File: src/hw/lsu_config.svh
`ifndef LSU_CONFIG_SVH
`define LSU_CONFIG_SVH

// ##########################################################
// memory bus sizes
// ##########################################################

// byte address into the RAM
`define LSU_ADDR_WIDTH 12

// one data word, loads are zero-extended to this width
`define LSU_DATA_WIDTH 32

// ##########################################################
// queue and tag sizes
// ##########################################################

// tags roll over, one tag per queue entry keeps them unambiguous
`define LSU_TAG_WIDTH 3

`define LSU_QUEUE_DEPTH 8

// must equal 2**LSU_ADDR_WIDTH so that addresses wrap at the top
`define LSU_MEM_BYTES 4096

`endif

File: src/hw/memBusPkg.sv
`include "lsu_config.svh"

package memBusPkg;

    // ##########################################################
    // plain vectors
    // ##########################################################

    typedef logic [`LSU_ADDR_WIDTH-1:0] addrT;
    typedef logic [`LSU_DATA_WIDTH-1:0] dataT;

    // access size in bytes minus one: 0 byte, 1 halfword, 3 word
    typedef logic [1:0] lenT;

    // ##########################################################
    // transactions
    // ##########################################################

    typedef struct packed {
        logic isStore;
        addrT addr;
        lenT  len;
        dataT data;
    } memReqT;

    // response carries the gathered load word
    typedef struct packed {
        dataT data;
    } memRespT;

endpackage

File: src/hw/lsuPkg.sv
`include "lsu_config.svh"

package lsuPkg;

    // ##########################################################
    // core-facing types
    // ##########################################################

    typedef logic [`LSU_TAG_WIDTH-1:0] tagT;

    // memory request stamped with its tag at the queue
    typedef struct packed {
        memBusPkg::memReqT op;
        tagT               tag;
    } coreReqT;

    // stores answer too, with zero data
    typedef struct packed {
        tagT             tag;
        memBusPkg::dataT data;
    } coreRespT;

    // ##########################################################
    // slot FSM
    // ##########################################################

    typedef enum logic [1:0] {
        idle,
        waitMem,
        respond
    } slotStateT;

endpackage

File: src/hw/dataCacheSlot.sv
`timescale 1ns/1ps

module dataCacheSlot (
    input  logic              clk,
    input  logic              rst,
    input  logic              rdy,

    input  logic              issueValid,
    input  lsuPkg::coreReqT   issueReq,
    output logic              slotFree,

    output logic              memValid,
    output memBusPkg::memReqT memReq,
    input  logic              memDone,
    input  memBusPkg::memRespT memResp,

    output logic              respValid,
    output lsuPkg::coreRespT  resp
);

    lsuPkg::slotStateT state;
    lsuPkg::coreReqT   held;

    logic accept;
    logic finish;

    assign slotFree = (state == lsuPkg::idle);
    assign accept   = rdy && slotFree && issueValid;
    assign finish   = rdy && (state == lsuPkg::waitMem) && memDone;

    // memory sees the held request for as long as the access runs
    assign memReq = held.op;

    // ##########################################################
    // slot FSM
    // ##########################################################

    always_ff @(posedge clk) begin
        if (rst) begin
            state     <= lsuPkg::idle;
            memValid  <= 1'b0;
            respValid <= 1'b0;
        end else if (rdy) begin
            memValid  <= 1'b0;
            respValid <= 1'b0;
            case (state)
                lsuPkg::idle: begin
                    if (issueValid) begin
                        memValid <= 1'b1;
                        state    <= lsuPkg::waitMem;
                    end
                end
                lsuPkg::waitMem: begin
                    if (memDone) begin
                        respValid <= 1'b1;
                        state     <= lsuPkg::respond;
                    end
                end
                // response is on the outputs this cycle, free on the next
                lsuPkg::respond: state <= lsuPkg::idle;
                default: state <= lsuPkg::idle;
            endcase
        end
    end

    // held request and returned data
    always_ff @(posedge clk) begin
        if (accept) begin
            held <= issueReq;
        end
        if (finish) begin
            resp.tag  <= held.tag;
            resp.data <= held.op.isStore ? '0 : memResp.data;
        end
    end

endmodule

File: config.mk
export PLATFORM = sky130hd
export DESIGN_NAME = dataCacheSlot
export DESIGN_NICKNAME = d
export VERILOG_FILES = /design/src/hw/memBusPkg.sv /design/src/hw/lsuPkg.sv /design/src/hw/dataCacheSlot.sv
export VERILOG_INCLUDE_DIRS = /design/src /design/src/hw
export SDC_FILE = /design/constraint.sdc
export NUM_CORES = 1
export LEC_CHECK = 0
export BUFFER_PORTS_ARGS = -buffer_cell sky130_fd_sc_hd__buf_2
export CORE_MARGIN = 2
export CORE_UTILIZATION = 48
export DETAILED_ROUTE_END_ITERATION = 16
export MAX_ROUTING_LAYER = met4
export PLACE_DENSITY = 0.9
export SETUP_SLACK_MARGIN = 0.02
export SLEW_MARGIN = 5
export SYNTH_ARGS = -nofsm -noshare
export SYNTH_HDL_FRONTEND = slang
export SYNTH_SLANG_ARGS = --single-unit
File: constraint.sdc
create_clock -name clk -period 3.7 [get_ports clk]
set_input_delay 0.74 -clock clk [delete_from_list [all_inputs] [get_ports clk]]
set_output_delay 0.74 -clock clk [all_outputs]
set_load 0.02 [all_outputs]
* After elaboration in Yosys (flattened, before gate mapping)
Index checks and enable logic that the tools add are counted.
** Operators by class
- Equal/unequal tests :: 3
- Muxes and demuxes :: 7
- Reduce and logical (&&, ||, !) cells :: 6
** Operators with widths (number)
- $logic_and 1x1->1 :: 4
- $mux 1 :: 4
- $mux 2 :: 2
- $ne 2x2->1 const B :: 2
- $pmux 2 s2 :: 1
- $reduce_and 3->1 :: 1
- $eq 2x1->1 const B :: 1
- $logic_not 2->1 :: 1
** Storage, ports and cells
- Register bits :: 89
- Bits of input ports :: 87
- Word-level logic and storage cells :: 26

* Logic depth before layout (Yosys ltp)
Gate-level depths: netlist (run 1).
- Word-level depth :: 3
- Mapped depth :: 2

* Worst setup path before layout (run 1)
OpenSTA, ideal clock, no wires.
- Path kind :: input to register
- From :: input port issueValid
- To :: register held[0] (netlist bit), enable pin
- Data arrival time :: 1.882 ns
- Required time :: 3.296 ns
- Slack :: 1.414 ns
- Stages :: 2
- Buffers on the path :: 0
- Cells stage by stage :: nand4bb_1 -> inv_1
** Between the ends
- Word-level cells in the longest chain between the ends :: 1
** RTL lines
- start: declaration :: line dataCacheSlot.sv:8 : input logic issueValid,
- $logic_and 1x1->1 :: line dataCacheSlot.sv:28 : assign accept = rdy && slotFree && issueValid;
- net accept :: line dataCacheSlot.sv:24 : logic accept;
- end signal: assignment :: line dataCacheSlot.sv:69 : held <= issueReq;
- end: declaration :: line dataCacheSlot.sv:22 : lsuPkg::coreReqT held;
The timed path passes the listed nets, and every way through them passes these cells.
A chain may end at the register's enable or synchronous reset.

* Worst setup path after layout (run 1)
- From :: input port rdy
- To :: register held (netlist bit memReq[45]), enable pin
** Between the ends
- Word-level cells in the longest chain between the ends :: 2
** RTL lines
- start: declaration :: line dataCacheSlot.sv:6 : input logic rdy,
- $logic_and 1x1->1 (2 in a row) :: line dataCacheSlot.sv:28
- net accept :: line dataCacheSlot.sv:24
The timed path passes the listed nets, and every way through them passes these cells.

==> results.yml, run 1 <==
run_status:
  status: "finished clean"
critical_path:
  crit_chain: "buf_2 -> nand4bb_1 -> inv_2"
  slowest_stage: "inv_2"
  max_stage_delay_ns: 0.76
  critPathLaunchType: "input pin"
  worst-setup-path-type: "in -> reg"
  crit_fanout: 50
  path_buf_inv: 2
  critPathArrivalTime_ns: 1.81
  worstPathRequired_ns: 3.66
  cp-end-kind: "flop"
  critical_path.top_delay_family: "buffers and inverters"
grt:
  grt_start_max_net_pins: 51
  grt_pass1_vias: 1769
  grt_antenna_before_repair: 0
  grt_pass1_wl_mm: 8.10
  track_usage_pct: 15.2
  grt_overflow: 0
die:
  die_area_mm2: 0.00752
  die_w_um: 86.7
  die_height_um: 86.7
  coreArea_mm2: 0.00672
  rows: 30
  io-pin-count: 172
  start_util_pct: 48.9
timing:
  min_period_ns: 1.85
  setup_tns_ns: 0
  worst_pin_slew_ns: 0.999
  grt_setup_unrepaired: "no"
  finalHoldViolations: 0
  setup_viol: 0
  fin_crit_sh_pct: 50.0
  fmax_mhz: 541
  skew_ns: 0.00567
  slew_headroom_pct: 33.3
  maxSlewViolCount: 0
  whs_ns: 0.418
yosys:
  synthXorXnorAreaFrac_pct: 0
  netlist_instances: 185
  synth_fp_nets: 272
  synth_compound_area_share_pct: 0.876
  synth_simple_gate_area_share_pct: 7.58
  synth_top_family_by_area: "buffers and inverters"
  synth.avg_cell_area_um2: 17.8
  synth_mux_area_share_pct: 0
  synth_seq_area_share_pct: 80.1
  yosys_warnings: 0
  synth_seq_cells: 89
  syn-cell-area_mm2: 0.00329
  synth_fa_ha_area_share_pct: 0
  synth_cell_types: 13
pwr:
  p_sw_w: 0.000406
  intPower_w: 0.00145
  peakVddDrop_mv: 0.233
  pwr-share-seq_pct: 62.1
  clockPowerShare_pct: 29.8
  power.share.switching_pct: 21.9
  p_leak_nw: 1.68
  total_power_w: 0.00185
  combPwrFrac_pct: 8.1
  power_density_mw_per_mm2: 458
clock_network:
  post_cts_buffers: 0
  cts_buffers: 9
  cts_resized: 0
  root_buffer: "clkbuf_8"
  worstSkewPairLatency_ns: 0.34
  cts_tree: "done"
  cts_sinks: 89
  cts_max_level: 3
  ctsLongestPathBuffers: 2
  ctsHoldBuffers: 0
  clk_pin_slew_ns: 0.08
detailed_routing:
  wl_mm: 5.58
  vias: 1802
  drc: 0
  wl_per_cell_um: 13.8
  via_per_inst: 4.46
  drt.antenna.violating_nets: 0
  drtIter0Drc: 54
  first_pass_iters: 4
layout:
  layout_commonest_cell: "buf_2"
  drive_gt1_share_pct: 57.7
  nets: 406
  antenna_cells: 0
  layout_common_cells: "171 x buf_2, 85 x edfxtp_1, 33 x nor2b_1, 9 x clkbuf_8, 4 x dfxtp_1"
  n_fill_cell: 538
  syn_to_final_growth_pct: 23.3
flow_run:
  cap_viol_max_count: 0
hold_path:
  worstHoldPathType: "reg -> reg"
placement:
  place_congestion: 0.672
  dp_hpwl_mm: 4.19
  port-buffer-count: 171
## cells in the mapped netlist (all sizes together)
cell,number,area share (%)
edfxtp,85,78
a21oi,3,0.46
nor2b,33,6.3
nand2b,3,0.57
nand4b,1,0.27
dfxtp,4,2.4
inv,2,0.23
buf,50,11
o2bb2ai,1,0.27
o21ai,1,0.15
nand4bb,1,0.34
nor2,1,0.11
## power by group through the flow
| stage | Clock, W | Sequential [W] | Combinational (W) |
|---|---|---|---|
| after detailed placement | 0 | 0.00118 | 0.000153 |
| after global routing | 0.000601 | 0.00116 | 0.000164 |
| after global placement | 0 | 0.00117 | 0.000148 |
| final | 0.000552 | 0.00115 | 0.000151 |
| after floorplan | 0 | 0.00118 | 0.0000926 |
| after CTS | 0.000571 | 0.00115 | 0.000153 |
## per-stage QoR
stage / instances / util [%] / setup slack (ns) / cell area, µm²
floorplan: 185 / - / 1.41 / 3290
global placement: 388 / 57.9 / 1.52 / 3890
detailed placement: 388 / 57.9 / 1.46 / 3890
CTS: 404 / 60.3 / 1.84 / 4050
global route: 404 / 60.3 / 1.74 / 4050
finish: 404 / 60.3 / 1.85 / 4050
## per-layer routing
layer | vias to the layer above | GRT usage, % | wire, µm
li1 | 870 | - | -
met1 | 812 | 16.8 | 2090
met2 | 110 | 25.1 | 2830
met3 | 10 | 4.76 | 565
met4 | 0 | 7.24 | 97
met5 | - | - | 0
## cell type report
cell class                      count  area, µm²  share of cell area [%]
Timing Repair Buffer              173        871                    21.5
Multi-Input combinational cell     44        278                    6.85
Inverter                            2       7.51                   0.185
Clock inverter                      5       32.5                   0.803
Sequential cell                    89       2630                    65.0
Clock buffer                       11        131                    3.24
Tap cell                           80        100                    2.47
## path summary, 6_finish.rpt
path,startpoint,endpoint,slack (ns),depth (start not counted)
worst max-delay path,rdy,memReq[45],1.85,3
worst min-delay path,held[2],resp[34],0.42,0
worst max register to register,state[1],memReq[45],1.94,2
worst min register to register,held[2],resp[34],0.42,0
## kinds of logic (layout without fill, tap and decap cells)
| kind of cell | Yosys count | in the layout |
|---|---|---|
| flops | 89 | 89 |
| buf+inv | 52 | 191 |
| simple gates | 39 | 39 |
| compound gates | 5 | 5 |
## sequential cells by signal, indices dropped and copies added, names as in the netlist
| signal | count |
|---|---|
| resp | 35 |
| held | 3 |
| state | 2 |
| memReq | 47 |
| memValid | 1 |
| respValid | 1 |
Power figures use the tool's default switching activity.
==> run 2, diff against run 1 <==
- CORE_UTILIZATION: 48 -> 40
- PLACE_DENSITY: 0.9 -> 0.81
- clock period: 3.7 -> 1.7 ns (I/O delays scaled with it)
==> run 2 against run 1 <==
  * Core utilization fell by 8.8 points
  * Global-route usage fell by 1.4 points
  * Sequential share of layout area fell by 1.8 points
==> results.yml, run 2 (same netlist as run 1, synthesis figures left out) <==
hold_path:
  worstHoldEndpoint: "memReq[34]"
  holdPathStages: 1
  worstHoldPathType: "in -> reg"
  min_from: "issueReq[37]"
critical_path:
  max_stage_delay_ns: 0.53
  cp-end-kind: "primary output"
  path_buf_inv: 1
  worstPathRequired_ns: 1.36
  worst-setup-path-type: "reg -> out"
  crit_fanout: 7
  critPathLaunchType: "flop"
  r2r_end: "memReq[7]"
  crit_chain: "buf_2"
  slowest_stage: "edfxtp_1"
  critical_path.top_delay_family: "flip-flops"
  ff2ff_setup_slack_ns: 0.33
  r2r-start: "state[1]"
  r2r_cells: 3
  critPathArrivalTime_ns: 1.09
clock_network:
  worstSkewPairLatency_ns: 0.34
  post_cts_buffers: 0
  cts_max_level: 3
  ctsLongestPathBuffers: 2
  clk_pin_slew_ns: 0.09
  ctsHoldBuffers: 0
  root_buffer: "clkbuf_8"
  cts_resized: 0
  cts_sinks: 89
  cts_tree: "done"
  cts_buffers: 9
die:
  die_area_mm2: 0.00895
  die_w_um: 94.6
  io-pin-count: 172
  die_height_um: 94.6
  coreArea_mm2: 0.00809
  start_util_pct: 40.6
  rows: 33
timing:
  setup_tns_ns: 0
  worst_pin_slew_ns: 0.304
  fin_crit_sh_pct: 84.3
  slew_headroom_pct: 79.8
  skew_ns: 0.00945
  fmax_mhz: 698
  maxSlewViolCount: 0
  setup_slack_ns: 0.267
  setup_viol: 0
  grt_setup_unrepaired: "no"
  finalHoldViolations: 0
  min_period_ns: 1.43
layout:
  syn_to_final_growth_pct: 26.8
  layout_commonest_cell: "buf_2"
  final_area_mm2: 0.00417
  post-route-util_pct: 51.5
  layout_common_cells: "171 x buf_2, 85 x edfxtp_1, 33 x nor2b_1, 9 x clkbuf_8, 4 x dfxtp_1"
  drive_gt1_share_pct: 59.2
  largest_reg_flops: 47
  nets: 408
grt:
  grt_antenna_before_repair: 1
  use_met1_pct: 16.3
  grt_overflow: 0
  busiest_layer: "met2"
  grt_start_max_net_pins: 45
  gr-usage-met3_pct: 4.95
  grt_pass1_vias: 1760
  grt_pass1_wl_mm: 8.69
  grt_use_met2_pct: 21.9
  track_usage_pct: 13.8
placement:
  dp_hpwl_mm: 4.64
  place_congestion: 0.676
  pre_cts_ws_ns: 0.277
  port-buffer-count: 171
  post_dp_cell_area_mm2: 0.00398
detailed_routing:
  drt.antenna.violating_nets: 0
  drc: 0
  first_pass_iters: 4
  wl_per_cell_um: 14.1
  wl_mm: 6.11
  drtIter0Drc: 81
  vias: 1841
  via_per_inst: 4.26
run_status:
  status: "finished clean"
flow_run:
  cap_viol_max_count: 0
pwr:
  total_power_w: 0.00418
  peakVddDrop_mv: 0.456
  p_leak_nw: 1.71
  power_density_mw_per_mm2: 1000
run 2: cell types whose count changed in the layout (fill, tap and decap cells not counted), sizes merged:
cell and change:
inv +3, buf +2, clkbuf -2, clkinv -2, clkinvlp +1, diode +1
run 2: stage by stage:
step	std cells	hold slack (ns)
finish	432	0.166
global placement	415	0.410
floorplan	185	0.400
detailed placement	415	0.410
global route	432	0.131
CTS	431	0.142
run 2: cell type report:
| class | count | area (µm²) |
|---|---|---|
| Tap cell | 105 | 131 |
| Multi-Input combinational cell | 44 | 294 |
| Sequential cell | 89 | 2630 |
| Clock inverter | 7 | 60.1 |
| Inverter | 2 | 11.3 |
| Clock buffer | 9 | 124 |
| Antenna cell | 1 | 2.50 |
| Timing Repair Buffer | 175 | 911 |
| Fill cell | 725 | 3930 |
run 2: worst max path at each step:
stage                    start  depth (start not counted)         end
floorplan             state[1]                          2     resp[0]
global route        memReq[46]                          1  memReq[46]
finish              memReq[46]                          1  memReq[46]
detailed placement         rdy                          4  memReq[23]
CTS                 memReq[46]                          1  memReq[46]
global placement           rdy                          4  memReq[23]
run 2: power by group:
part           leakage, nW  switching [W]  internal [W]
Combinational        0.800       0.000196      0.000150
Sequential           0.820      0.0000221       0.00249
Clock               0.0901       0.000765      0.000559
Total                 1.71       0.000983       0.00320
run 2: worst register-to-register path, stage by stage (launching register included):
cell and delay [ns]:
dfxtp_1 0.35, nand4bb_4 0.26, clkinvlp_4 0.19, buf_12 0.26
run 2: metal layers:
layer	up-vias	share of wire (%)
li1	878	-
met1	858	38
met2	97	51
met3	8	9.1
met4	0	1.4
met5	-	0
