**config.mk**
```make
export PLATFORM = sky130hd
export DESIGN_NAME = loadStoreBuffer
export DESIGN_NICKNAME = d
export VERILOG_FILES = /design/src/hw/memBusPkg.sv /design/src/hw/lsuPkg.sv /design/src/hw/loadStoreBuffer.sv
export VERILOG_INCLUDE_DIRS = /design/src /design/src/hw
export SDC_FILE = /design/constraint.sdc
export NUM_CORES = 1
export LEC_CHECK = 0
export CAP_MARGIN = 20
export CORE_MARGIN = 2
export CORE_UTILIZATION = 47
export CTS_BUF_LIST = sky130_fd_sc_hd__clkbuf_8
export DETAILED_ROUTE_END_ITERATION = 12
export DONT_BUFFER_PORTS = 1
export GPL_ROUTABILITY_DRIVEN = 0
export HOLD_SLACK_MARGIN = 0.1
export PLACE_DENSITY = 0.68
export SLEW_MARGIN = 15
export SYNTH_ARGS = -nofsm -noshare
export SYNTH_HDL_FRONTEND = slang
export SYNTH_SLANG_ARGS = --single-unit
```
**constraint.sdc**
```tcl
create_clock -name clk -period 8.3 [get_ports clk]
set_input_delay 0.415 -clock clk [delete_from_list [all_inputs] [get_ports clk]]
set_output_delay 0.415 -clock clk [all_outputs]
set_load 0.03 [all_outputs]
```
**src/hw/lsu_config.svh**
```systemverilog
`ifndef LSU_CONFIG_SVH
`define LSU_CONFIG_SVH

// ##########################################################
// memory bus sizes
// ##########################################################

// byte address into the RAM
`define LSU_ADDR_WIDTH 12

// one data word, loads are zero-extended to this width
`define LSU_DATA_WIDTH 32

// ##########################################################
// queue and tag sizes
// ##########################################################

// tags roll over, one tag per queue entry keeps them unambiguous
`define LSU_TAG_WIDTH 3

`define LSU_QUEUE_DEPTH 8

// must equal 2**LSU_ADDR_WIDTH so that addresses wrap at the top
`define LSU_MEM_BYTES 4096

`endif

```
**src/hw/memBusPkg.sv**
```systemverilog
`include "lsu_config.svh"

package memBusPkg;

    // ##########################################################
    // plain vectors
    // ##########################################################

    typedef logic [`LSU_ADDR_WIDTH-1:0] addrT;
    typedef logic [`LSU_DATA_WIDTH-1:0] dataT;

    // access size in bytes minus one: 0 byte, 1 halfword, 3 word
    typedef logic [1:0] lenT;

    // ##########################################################
    // transactions
    // ##########################################################

    typedef struct packed {
        logic isStore;
        addrT addr;
        lenT  len;
        dataT data;
    } memReqT;

    // response carries the gathered load word
    typedef struct packed {
        dataT data;
    } memRespT;

endpackage

```
**src/hw/lsuPkg.sv**
```systemverilog
`include "lsu_config.svh"

package lsuPkg;

    // ##########################################################
    // core-facing types
    // ##########################################################

    typedef logic [`LSU_TAG_WIDTH-1:0] tagT;

    // memory request stamped with its tag at the queue
    typedef struct packed {
        memBusPkg::memReqT op;
        tagT               tag;
    } coreReqT;

    // stores answer too, with zero data
    typedef struct packed {
        tagT             tag;
        memBusPkg::dataT data;
    } coreRespT;

    // ##########################################################
    // slot FSM
    // ##########################################################

    typedef enum logic [1:0] {
        idle,
        waitMem,
        respond
    } slotStateT;

endpackage

```
**src/hw/loadStoreBuffer.sv**
```systemverilog
`timescale 1ns/1ps

`include "lsu_config.svh"

module loadStoreBuffer (
    input  logic              clk,
    input  logic              rst,
    input  logic              rdy,

    input  logic              reqValid,
    input  memBusPkg::memReqT reqOp,
    output lsuPkg::tagT       nextTag,

    output logic              issueValid,
    output lsuPkg::coreReqT   issueReq,
    input  logic              slotFree
);

    localparam int depth = `LSU_QUEUE_DEPTH;
    localparam int ptrWidth = (depth > 1) ? $clog2(depth) : 1;
    localparam int cntWidth = $clog2(depth + 1);

    typedef logic [ptrWidth-1:0] ptrT;
    typedef logic [cntWidth-1:0] cntT;

    lsuPkg::coreReqT entries [depth];

    ptrT         wrPtr;
    ptrT         rdPtr;
    cntT         count;
    lsuPkg::tagT tagCnt;

    logic push;
    logic pop;

    // wrap explicitly so a depth that is not a power of two still works
    function automatic ptrT advance(input ptrT p);
        if (p == ptrT'(depth - 1)) begin
            return '0;
        end
        return p + ptrT'(1);
    endfunction

    // ##########################################################
    // handshakes
    // ##########################################################

    // core strobes are never refused, the core bounds its outstanding count
    assign push = rdy && reqValid;
    assign pop  = rdy && issueValid && slotFree;

    assign issueValid = (count != '0);
    assign issueReq   = entries[rdPtr];
    assign nextTag    = tagCnt;

    // ##########################################################
    // pointers, count and tag counter
    // ##########################################################

    always_ff @(posedge clk) begin
        if (rst) begin
            wrPtr  <= '0;
            rdPtr  <= '0;
            count  <= '0;
            tagCnt <= '0;
        end else begin
            if (push) begin
                wrPtr  <= advance(wrPtr);
                tagCnt <= tagCnt + lsuPkg::tagT'(1);
            end
            if (pop) begin
                rdPtr <= advance(rdPtr);
            end
            case ({push, pop})
                2'b10: count <= count + cntT'(1);
                2'b01: count <= count - cntT'(1);
                default: count <= count;
            endcase
        end
    end

    // entry storage
    always_ff @(posedge clk) begin
        if (push) begin
            entries[wrPtr].op  <= reqOp;
            entries[wrPtr].tag <= tagCnt;
        end
    end

endmodule

```
# == Word-level counts from Yosys, hierarchy flattened ==
# Memory sizes are Yosys's and may differ from the RTL's. A register that Yosys moved wholly into a read port is not among the register bits.
# Cells that the tools add are included.
# word_totals
ff_bits,13
ram_bits,400
inputBits,52
elab_cells,34
mem_count,1
# op_classes
n_addsub,5
n_eq_ne,4
muxes,15
reduce_logical,5
# memory_table
name,depth,word_bits,rd,rd_ports_with_merged_regs,write_ports,line_no,source
entries,8,50,1,1,1,loadStoreBuffer.sv:26,lsuPkg::coreReqT entries [depth];
# ops
cell,n
$mux W3,6
$add A3 B1 Y3 const B,3
$mux W1,8
$pmux W4 S2,1
$eq A3 B3 Y1 const B,2
$add A4 B1 Y4 const B,1
$reduce_bool A4 Y1,1
$sub A4 B1 Y4 const B,1
$logic_and A1 B1 Y1,3
$eq A2 B1 Y1 const B,1
$eq A2 B2 Y1 const B,1
$reduce_bool A2 Y1,1

# == Depth between registers and ports, before layout ==
# Gate-level depths: netlist (run 1).
# depth
depth_word,8
ltp_mapped,10

# == Worst setup path before layout (run 1) ==
# Ideal clock, no wire load.
# synth_timing
path_kind,input-to-reg
start,in reqValid
end,"mem entries[0][0] (netlist name), enable pin"
setup_time_ns,0.582
arrival_ns,5.477
slack_ns,2.242
path_stages,3
path_cell_list,nand2_1 > clkbuf_1 > nor4_1
# synth_between
elab_chain_cells,3
# synth_lines
item,line_no,source
from (decl),loadStoreBuffer.sv:10,"input logic reqValid,"
$logic_and A1 B1 Y1,loadStoreBuffer.sv:49,assign push = rdy && reqValid;
$mux W1,loadStoreBuffer.sv:84,if (push) begin
$mux W1 (implied by the code),loadStoreBuffer.sv:86,entries[wrPtr].tag <= tagCnt;
to (decl),loadStoreBuffer.sv:26,
# No other way between the ends.

==> flow_summary_export.csv, run 1 <==
group,metric,value,unit
floorplanning,ios,106,
critical_path,path_max_fanout,57,
power_and_ir_drop,pwr_density_cell,233.5,nW/um^2
placement,pre_cts_ws,4.767,ns
critical_path,slowest_delay,0.94,ns
cts,clkTransAtPathRegs,0.06,ns
routing,vias,7025,
critical_path,critPathLaunchType,"register",
critical_path,arrival,3.28,ns
synth,yosys.area_share.simple,0.01348,
critical_path,required,7.89,ns
synth,synth-seq-cells,416,
layout,nNetsFinal,830,
run,drv_cap,0,
placement,post-dp-hpwl,15.78,mm
timing,setup_viol,0,
synth,synth-xor-area-share,0.002776,
cts,cts_max_path_buffers,3,
timing,fin_crit_sh,0.4455,
critical_path,path_cells,"buf_6 > mux4_2 > mux2_2",
timing,fin_ws,4.602,ns
cts,cts_setup_buffers,0,
worst_hold_path,hold_class,"in -> reg",
routing,route.detailed.drc,0,
timing,relSlewSlack,0.3309,
power_and_ir_drop,cellLeakagePower,5.615,nW
synth,yosys.area.top_type_share,0.7615,
routing,wirelength,29.97,mm
global_routing,gr-usage-all-layers,0.1748,
synth,ys_seq_area_frac,0.7818,
synth,syn_nets,725,
cts,root_buffer,"clkbuf_8",
critical_path,cp_slowest_cell,"dfxtp_4",
layout,diodes,0,
floorplanning,die_h,187.2,microns
timing,tightest_slew,1.004,ns
cts,cts_max_level,3,
synth,syn_area,15770,sq um
routing,vias_per_cell,5.540,
critical_path,endpoint_kind,"output port",
timing,max_freq,270.5,MHz
global_routing,grt-ovfl-total,0,
synth,synthAdderAreaFrac,0.006346,
cts,cts_resized,0,
power_and_ir_drop,ir_drop,0.0001112,V
cts,cts_tree,"yes",
floorplanning,row_count,67,
timing,hold_violations,0,
routing,ant_nets,0,
cts,cts_sinks,416,
synth,synthCells,665,
synth,synth.yosys.warnings,0,
floorplanning,dieArea,35040,sq um
timing,clock_skew,0.02815,ns
placement,port_buffers,0,
cts,cts-hold-fix-buffers,51,
routing,initialDrtViolationCount,574,
global_routing,antenna_found_initial,1,
synth,synth_top_family_by_area,"multiplexers",
cts,clk_latency,0.58,ns
global_routing,grt_pass1_wl,45.70,mm
floorplanning,floorplan.initialDensity,0.4740,
synth,synth.mux.area_fraction,0.1811,
global_routing,grt_max_degree,68,
floorplanning,core-area,33280,sq um
critical_path,worst-setup-path-type,"reg -> out",
timing,period_needed,3.698,ns
cts,cts_inserted_buffers,68,
synth,synth_cell_type_count,30,
layout,area_growth,14.88,%
synth,ys_top_cells_by_area,"edfxtp_1 (76%), mux4_2 (14%), mux2_2 (3.6%), dfxtp_1 (2.0%), ha_1 (0.63%)",
synth,avgSynthCellArea,23.72,sq um
routing,dr.pass1.iters,5,
timing,setup_tns,0,ns
global_routing,grt_pass1_vias,7639,
routing,wl_per_cell,23.64,microns
floorplanning,die_w,187.2,microns
timing,rsz0062_at_grt,"no",
outcome,run_status,"finished clean",
layout,final_layout_size_suffix_gt1_frac,0.3268,
synth,synth_top_cell_by_area,"edfxtp_1",
timing,slew_violations,0,
synth,synth_compound_area_frac,0.004125,
==> metrics by stage <==
step                      hold slack [ns]    util  cell area (sq um)  total power, mW  instances
after global routing               0.1733  0.5445              18120            4.388       1268
after floorplan                    0.4732       -              15770            2.572        665
after global placement             0.4782  0.4911              16340            2.595       1097
after CTS                          0.1669  0.5444              18120            4.284       1268
after detailed placement           0.4867  0.4911              16340            2.601       1097
final                              0.2043  0.5445              18120            4.232       1268
==> final timing paths <==
| kind | from | end | slack (ns) | depth (start not counted) |
|---|---|---|---|---|
| setup / recovery | register | issueReq[36] | 4.60 | 3 |
| hold / removal | rdy | register | 0.20 | 3 |
| setup reg to reg | count[1] | count[2] | 5.59 | 9 |
| hold reg to reg | rdPtr[1] | register | 0.47 | 2 |
==> placed cells by master (no fill, tap or decap), drive strengths merged, types with 8 or more instances in the layout <==
cell type    synthesis  layout
buf                 19      15
clkbuf              12      73
clkinv               0      23
dfxtp               16      16
dlygate4sd3          0      51
edfxtp             400     400
ha                   8       8
inv                  0      19
mux2                51      51
mux4               100     100
nor2                14      14
==> registers in the layout, summed over array words and instances (netlist names), named ones only <==
| signal | count |
|---|---|
| entries | 400 |
| count | 4 |
| nextTag | 3 |
| rdPtr | 3 |
| wrPtr | 3 |
==> layer usage <==
layer / global-route usage / routed length, microns
met4: 0.05678 / 563
met3: 0.04353 / 1678
met2: 0.2943 / 15260
met5: 0 / 11
met1: 0.2252 / 12460
==> cell families after synthesis <==
| family | after synthesis |
|---|---|
| XOR/XNOR | 5 |
| adder cells (fa/ha/maj) | 8 |
| AND/OR/NAND/NOR | 40 |
| AO/OA/AOI/OAI | 11 |
| multiplexers | 154 |
| buffers and inverters | 31 |
| flip-flops | 416 |
==> synthesized netlist by cell type, drive strengths merged <==
| library cell | n |
|---|---|
| mux2 | 51 |
| a32o | 1 |
| nor4 | 1 |
| a21oi | 7 |
| nand3b | 1 |
| xor2 | 5 |
| nand2b | 4 |
| mux2i | 3 |
| o21ai | 2 |
| mux4 | 100 |
| nand2 | 5 |
| edfxtp | 400 |
| clkbuf | 12 |
| o22ai | 1 |
| or3 | 1 |
| nor2 | 14 |
| nor3 | 5 |
| nor3b | 2 |
| and3 | 1 |
| buf | 19 |
| nor2b | 1 |
| dfxtp | 16 |
| or4 | 1 |
| ha | 8 |
| nand3 | 4 |
==> layout make-up <==
type	instances	area, sq um
Timing Repair Buffer	66	626.9
Clock buffer	73	1005
Clock inverter	47	259.0
Tap cell	448	560.5
Sequential cell	416	12340
Multi-Input combinational cell	218	3327
Fill cell	2465	15160
==> power breakdown <==
part	leakage, nW	switching [mW]	total, mW	internal [mW]
Clock	0.706	0.762	1.64	0.876
Combinational	1.17	0.139	0.245	0.107
Sequential	3.74	0.0241	2.35	2.32
Total	5.62	0.925	4.23	3.31
==> worst max-delay path, delay by kind of cell, from the launching register on <==
family / cells / cell delay, ns
DFF: 1 / 0.94
muxes: 2 / 0.99
buffers and inverters: 1 / 0.73
Note: power is estimated with default switching activity, not from simulation.
==> run 2, diff against run 1 <==
--- a/config.mk
+++ b/config.mk
@@ -6,6 +6,7 @@
 export SDC_FILE = /design/constraint.sdc
 export NUM_CORES = 1
 export LEC_CHECK = 0
+export ABC_AREA = 1
 export CAP_MARGIN = 20
 export CORE_MARGIN = 2
 export CORE_UTILIZATION = 47
@@ -14,7 +15,7 @@
 export DONT_BUFFER_PORTS = 1
 export GPL_ROUTABILITY_DRIVEN = 0
 export HOLD_SLACK_MARGIN = 0.1
-export PLACE_DENSITY = 0.68
+export PLACE_DENSITY = 0.7
 export SLEW_MARGIN = 15
 export SYNTH_ARGS = -nofsm -noshare
 export SYNTH_HDL_FRONTEND = slang
==> constraint.sdc (replaced) <==
create_clock -name clk -period 3.3 [get_ports clk]
set_input_delay 0.165 -clock clk [delete_from_list [all_inputs] [get_ports clk]]
set_output_delay 0.165 -clock clk [all_outputs]
set_load 0.03 [all_outputs]
==> run 2 against run 1 <==
Design area is 2.5% higher. Clock-buffer cell count decreased by 2. Register-to-register slack worse by 4.5 ns. Global-route usage increased by 1.2 points. Cell count increased by 43%. Wire length up 12%. Sequential share of layout area shrank 1.7 points. Critical path depth rose by 2. Synthesized cell count up 85%. Sequential cell count unchanged. Critical path type unchanged. Largest power group unchanged.
==> flow_summary_export.csv, run 2 <==
group,metric,value,unit
floorplanning,die_h,191.0,microns
layout,register_area,12340,sq um
layout,multiInputGateArea,3596,sq um
critical_path,worst-setup-path-type,"reg -> out",
cts,cts_max_path_buffers,3,
global_routing,gr-usage-all-layers,0.1866,
critical_path,required,3.13,ns
layout,fin_util,0.5390,
floorplanning,die_w,191.0,microns
synth,synth_edf_count,400,
power_and_ir_drop,p_comb_frac,0.124,
global_routing,grt_max_degree,201,
timing,tightest_slew,1.280,ns
outcome,run_status,"finished clean",
synth,synth-seq-cells,416,
synth,synth_top_family_by_area,"simple AND/OR/NAND/NOR gates",
layout,final_area,18570,sq um
layout,fillers,2776,
global_routing,grt-ovfl-total,0,
routing,wl_per_cell,18.60,microns
power_and_ir_drop,power_frac_seq,0.527,
power_and_ir_drop,ir_drop,0.0002551,V
timing,clock_skew,0.02811,ns
synth,synthCells,1231,
routing,wirelength,33.70,mm
global_routing,grt_pass1_vias,9629,
cts,cts_resized,0,
critical_path,endpoint_kind,"output port",
placement,port_buffers,0,
synth,synth_compound_area_frac,0.08590,
synth,yosys.area_share.simple,0.09115,
synth,yosys.area.top_type_share,0.7310,
global_routing,antenna_found_initial,5,
routing,route.detailed.drc,0,
routing,vias,9680,
timing,fin_crit_sh,0.8856,
synth,synthAdderAreaFrac,0.006092,
cts,root_buffer,"clkbuf_8",
critical_path,arrival,2.76,ns
critical_path,cp_slowest_cell,"buf_12",
cts,cts_max_level,3,
synth,avgSynthCellArea,13.35,sq um
power_and_ir_drop,cellLeakagePower,6.353,nW
global_routing,grt_pass1_wl,52.59,mm
timing,max_freq,342.2,MHz
layout,mostFrequentLayoutCell,"edfxtp_1",
timing,setup_viol,0,
layout,largest_register_ffs,400,
synth,ys_seq_area_frac,0.7505,
synth,synthArstFlopShare,0,
cts,clk_latency,0.58,ns
cts,cts_sinks,416,
critical_path,path_cells,"buf_12 > o21ai_0 > o22ai_1 > nand2_1 > nand2_1",
cts,clkTransAtPathRegs,0.07,ns
layout,largestRegisters,"entries (400), count (4)",
synth,syn_area,16430,sq um
timing,setup_tns,0,ns
timing,relSlewSlack,0.1468,
floorplanning,dieArea,36470,sq um
synth,synth-xor-area-share,0.001599,
critical_path,path_common_cell,"nand2_1",
power_and_ir_drop,intPower,8.286,mW
critical_path,critPathLaunchType,"register",
cts,cts_inserted_buffers,67,
layout,nNetsFinal,1365,
floorplanning,row_count,68,
synth,syn_nets,1291,
floorplanning,ios,106,
routing,initialDrtViolationCount,900,
timing,slew_violations,0,
floorplanning,core-area,34460,sq um
cts,cts_setup_buffers,0,
cts,cts-hold-fix-buffers,52,
layout,area_growth,13.04,%
synth,synth.mux.area_fraction,0.03046,
routing,ant_nets,0,
critical_path,reg2reg_from,"count[1]",
synth,synth_most_common_cell,"edfxtp_1",
power_and_ir_drop,pwr_density_cell,606.7,nW/um^2
synth,synth_ff_type,"edfxtp_1",
layout,largest_register,"entries",
worst_hold_path,hold_class,"in -> reg",
routing,dr.pass1.iters,5,
critical_path,slowest_delay,0.49,ns
layout,final_cell_mix,"edfxtp_1 (400), nor2_1 (220), nand2_1 (161), o21ai_0 (113), o21ai_1 (98)",
worst_hold_path,holdCritStartpoint,"rst",
run,drv_cap,0,
floorplanning,floorplan.initialDensity,0.4768,
placement,post-dp-hpwl,17.99,mm
synth,synth_cell_type_count,22,
synth,ys_top_cells_by_area,"edfxtp_1 (73%), nor2_1 (5.2%), nand2_1 (3.7%), o21ai_0 (3.4%), mux2i_1 (3.0%)",
cts,cts_tree,"yes",
placement,placed_area,16860,sq um
timing,rsz0062_at_grt,"no",
power_and_ir_drop,switchingPower,2.984,mW
power_and_ir_drop,clkPwrFrac,0.349,
synth,yosys-top-cells-count,"edfxtp_1 (400), nor2_1 (228), nand2_1 (161), o21ai_0 (113), o21ai_1 (98)",
synth,synth.yosys.warnings,0,
timing,hold_violations,0,
synth,synth_top_cell_by_area,"edfxtp_1",
critical_path,path_max_fanout,200,
layout,final_layout_size_suffix_gt1_frac,0.08641,
timing,period_needed,2.922,ns
timing,hold_slack,0.3380,ns
routing,vias_per_cell,5.342,
power_and_ir_drop,power.share.switching,0.2648,
-- run 2: cell types whose count changed in the layout (fill, tap and decap cells not counted), moves of 47 or more --
| cell | before | now |
|---|---|---|
| nor2_1 | 11 | 220 |
| nand2_1 | 5 | 161 |
| o21ai_0 | 2 | 113 |
| mux4_2 | 100 | 0 |
| o21ai_1 | 0 | 98 |
| mux2_2 | 51 | 0 |
| o22ai_1 | 1 | 50 |
| mux2i_1 | 3 | 50 |
-- run 2: cells by family (layout without fill, tap and decap cells) --
| kind of cell | after synthesis | count (layout) |
|---|---|---|
| other cells | 0 | 3 |
| fa+ha+maj | 8 | 8 |
| simple gates | 396 | 396 |
| flops | 416 | 416 |
| xor+xnor | 3 | 3 |
| mux | 50 | 50 |
| buf+inv | 89 | 212 |
| compound gates | 269 | 269 |
-- run 2: metrics by stage --
| stage | cells | setup WS, ns | power (mW) |
|---|---|---|---|
| final | 1812 | 0.3776 | 11.27 |
| after detailed placement | 1639 | 1.046 | 7.350 |
| after floorplan | 1231 | 0.1463 | 7.127 |
| after global placement | 1639 | 1.161 | 7.326 |
| after CTS | 1809 | 0.5325 | 11.38 |
| after global routing | 1811 | 0.3463 | 11.74 |
-- run 2: critical path: cells and delay by family, from the launching register on --
kind / cells / cell delay (ns)
AOI/OAI and AO/OA: 2 / 0.52
buffers and inverters: 1 / 0.49
DFF: 1 / 0.37
and+or+nand+nor: 2 / 0.35
-- run 2: final cells by class --
class,count,share of cell area
Inverter,18,0.003772
Timing Repair Buffer,76,0.04311
Sequential cell,416,0.6644
Multi-Input combinational cell,726,0.1936
Clock buffer,71,0.05261
Antenna cell,3,0.0004042
Tap cell,455,0.03065
Clock inverter,47,0.01145
-- run 2: worst paths after layout --
| path | to | slack (ns) | cells after the start |
|---|---|---|---|
| worst max-delay path | issueReq[3] | 0.38 | 5 |
| worst min register to register | count[0] | 0.50 | 1 |
| worst min-delay path | wrPtr[1] | 0.34 | 2 |
| worst max register to register | count[2] | 1.05 | 11 |
-- run 2: per-layer routing --
layer / wire length [microns] / global-route usage
met1: 14620 / 0.2521
met2: 15610 / 0.2907
met3: 2835 / 0.05783
met4: 612 / 0.05754
met5: 23 / 0
-- run 2: power by group through the flow --
stage / clock (mW) / combinational (mW) / sequential, mW
finish: 3.93 / 1.40 / 5.94
CTS: 4.03 / 1.41 / 5.94
detailed placement: 0 / 1.30 / 6.05
global placement: 0 / 1.28 / 6.04
floorplan: 0 / 1.11 / 6.02
global route: 4.25 / 1.55 / 5.94
==> run 3, diff against run 2 <==
--- a/config.mk
+++ b/config.mk
@@ -7,15 +7,15 @@
 export NUM_CORES = 1
 export LEC_CHECK = 0
 export ABC_AREA = 1
+export BUFFER_PORTS_ARGS = -buffer_cell sky130_fd_sc_hd__clkbuf_2
 export CAP_MARGIN = 20
 export CORE_MARGIN = 2
 export CORE_UTILIZATION = 47
 export CTS_BUF_LIST = sky130_fd_sc_hd__clkbuf_8
 export DETAILED_ROUTE_END_ITERATION = 12
-export DONT_BUFFER_PORTS = 1
 export GPL_ROUTABILITY_DRIVEN = 0
 export HOLD_SLACK_MARGIN = 0.1
-export PLACE_DENSITY = 0.7
+export PLACE_DENSITY = 0.73
 export SLEW_MARGIN = 15
 export SYNTH_ARGS = -nofsm -noshare
 export SYNTH_HDL_FRONTEND = slang
==> run 3 against run 2 <==
Sequential cell count is the same. Core utilization up 1.1 points. Power up 0.34%. Register-to-register slack improved by 0.21 ns. Global-route usage increased by 0.20 points. Hold slack improved by 0.021 ns. Design area grew 2.1%. Combinational power is 11% higher. First-iteration DRC count shrank 3.3%. Clock power down 3%. Critical endpoint is now issueReq[21].
==> flow_summary_export.csv, run 3 (synthesized netlist as in run 2, its figures left out) <==
group,metric,value,unit
power_and_ir_drop,power_frac_seq,0.525,
floorplanning,core-area,34460,sq um
timing,tightest_slew,0.9327,ns
timing,max_freq,367.3,MHz
floorplanning,ios,106,
cts,cts_setup_buffers,0,
routing,initialDrtViolationCount,870,
floorplanning,row_count,68,
routing,ant_nets,0,
routing,vias,10060,
power_and_ir_drop,p_comb_frac,0.138,
cts,root_buffer,"clkbuf_8",
timing,rsz0062_at_grt,"no",
power_and_ir_drop,switchingPower,3.072,mW
global_routing,grt_max_degree,122,
layout,final_cell_mix,"edfxtp_1 (400), nor2_1 (220), nand2_1 (161), o21ai_0 (113), clkbuf_2 (105)",
critical_path,endpoint_kind,"output port",
routing,wl_per_cell,17.95,microns
layout,area_growth,15.41,%
floorplanning,dieArea,36470,sq um
power_and_ir_drop,intPower,8.236,mW
timing,slew_violations,0,
layout,largest_register,"entries",
timing,fin_crit_sh,0.8250,
floorplanning,die_h,191.0,microns
cts,cts_max_level,3,
power_and_ir_drop,ir_drop,0.0002754,V
layout,diodes,0,
global_routing,grt_pass1_wl,53.23,mm
timing,hold_violations,0,
timing,period_needed,2.723,ns
run,drv_cap,0,
cts,cts_tree,"yes",
worst_hold_path,holdCritStartpoint,"rst",
routing,dr.pass1.iters,5,
floorplanning,die_w,191.0,microns
layout,nNetsFinal,1465,
critical_path,arrival,2.56,ns
power_and_ir_drop,p_total,11.31,mW
placement,post-dp-hpwl,17.80,mm
floorplanning,floorplan.initialDensity,0.4768,
cts,cts_max_path_buffers,3,
routing,vias_per_cell,5.285,
cts,cts_sinks,416,
layout,mostFrequentLayoutCell,"edfxtp_1",
cts,clk_latency,0.59,ns
power_and_ir_drop,pwr_density_cell,596.3,nW/um^2
layout,largest_register_ffs,400,
timing,setup_tns,0,ns
cts,clkTransAtPathRegs,0.06,ns
critical_path,required,3.13,ns
routing,route.detailed.drc,0,
power_and_ir_drop,cellLeakagePower,6.674,nW
power_and_ir_drop,clkPwrFrac,0.337,
timing,clock_skew,0.01883,ns
global_routing,grt-ovfl-total,0,
critical_path,worst-setup-path-type,"reg -> out",
critical_path,path_max_fanout,64,
timing,setup_viol,0,
layout,final_layout_size_suffix_gt1_frac,0.1525,
power_and_ir_drop,power.share.switching,0.2717,
critical_path,reg2reg_from,"wrPtr[0]",
timing,relSlewSlack,0.3782,
global_routing,gr-usage-all-layers,0.1886,
placement,port_buffers,105,
layout,largestRegisters,"entries (400), count (4)",
critical_path,critPathLaunchType,"register",
cts,cts_inserted_buffers,66,
routing,wirelength,34.17,mm
worst_hold_path,hold_class,"in -> reg",
global_routing,grt_pass1_vias,9938,
outcome,run_status,"finished clean",
global_routing,antenna_found_initial,2,
==> run 3: cell count changes in the layout (fill, tap and decap cells not counted) <==
cell,before,now
inv_1,49,36
clkinv_2,5,7
clkinv_1,7,11
inv_6,0,2
clkinvlp_4,1,5
diode_2,3,0
bufinv_16,1,0
buf_4,16,15
buf_12,8,5
clkbuf_2,0,105
clkbuf_8,71,67
==> run 3: power by group through the flow <==
stage	logic (mW)	clock network (mW)	registers [mW]
6_report	1.56	3.81	5.94
3_5_place_dp	1.52	0	6.05
5_1_grt	1.71	4.12	5.94
3_3_place_gp	1.49	0	6.04
4_1_cts	1.57	3.90	5.94
2_1_floorplan	1.11	0	6.02
==> run 3: final timing paths <==
kind	to	slack [ns]	depth (start not counted)
setup / recovery	issueReq[21]	0.58	6
hold / removal	nextTag[0]	0.36	3
setup reg to reg	entries[7][35]	1.26	5
hold reg to reg	count[0]	0.51	1
==> run 3: repair_timing <==
| action | in CTS | in global routing |
|---|---|---|
| resized for setup | 0 | 0 |
| hold buffers | 52 | 0 |
| endpoints found under the hold margin | 391 | 0 |
==> run 3: stage by stage <==
stage	utilization	hold slack, ns	instances	instance area, sq um	worst slack, ns
after CTS	0.5503	0.3125	1904	18960	0.5278
after floorplan	-	0.2374	1231	16430	0.1463
after detailed placement	0.5025	0.3922	1740	17310	1.124
after global routing	0.5503	0.3525	1904	18960	0.3864
final	0.5503	0.3585	1904	18960	0.5774
after global placement	0.5025	0.3915	1740	17310	1.182
==> run 3: metal layers <==
layer / global-route usage / vias up / part of all wire
li1: - / 4806 / -
met1: 0.2543 / 4846 / 0.43
met2: 0.2992 / 340 / 0.47
met3: 0.04718 / 66 / 0.075
met4: 0.06619 / 4 / 0.021
met5: 0 / - / 0.00070
==> run 3: critical path, stage by stage, from the launching register on <==
cell and delay (ns):
dfxtp_4 0.80, buf_4 0.38, o21ai_0 0.14, o21ai_1 0.15, nand2_1 0.07, nand2_1 0.17
clkbuf_2 0.23
==> run 3: layout make-up <==
| cell class | instances | area, sq um |
|---|---|---|
| fill | 2738 | 15490 |
| sequential | 416 | 12340 |
| multi-input combinational | 726 | 3596 |
| timing repair buffer | 177 | 1259 |
| clock buffer | 67 | 922.1 |
| tap | 455 | 569.3 |
| clock inverter | 45 | 206.4 |
| inverter | 18 | 70.07 |
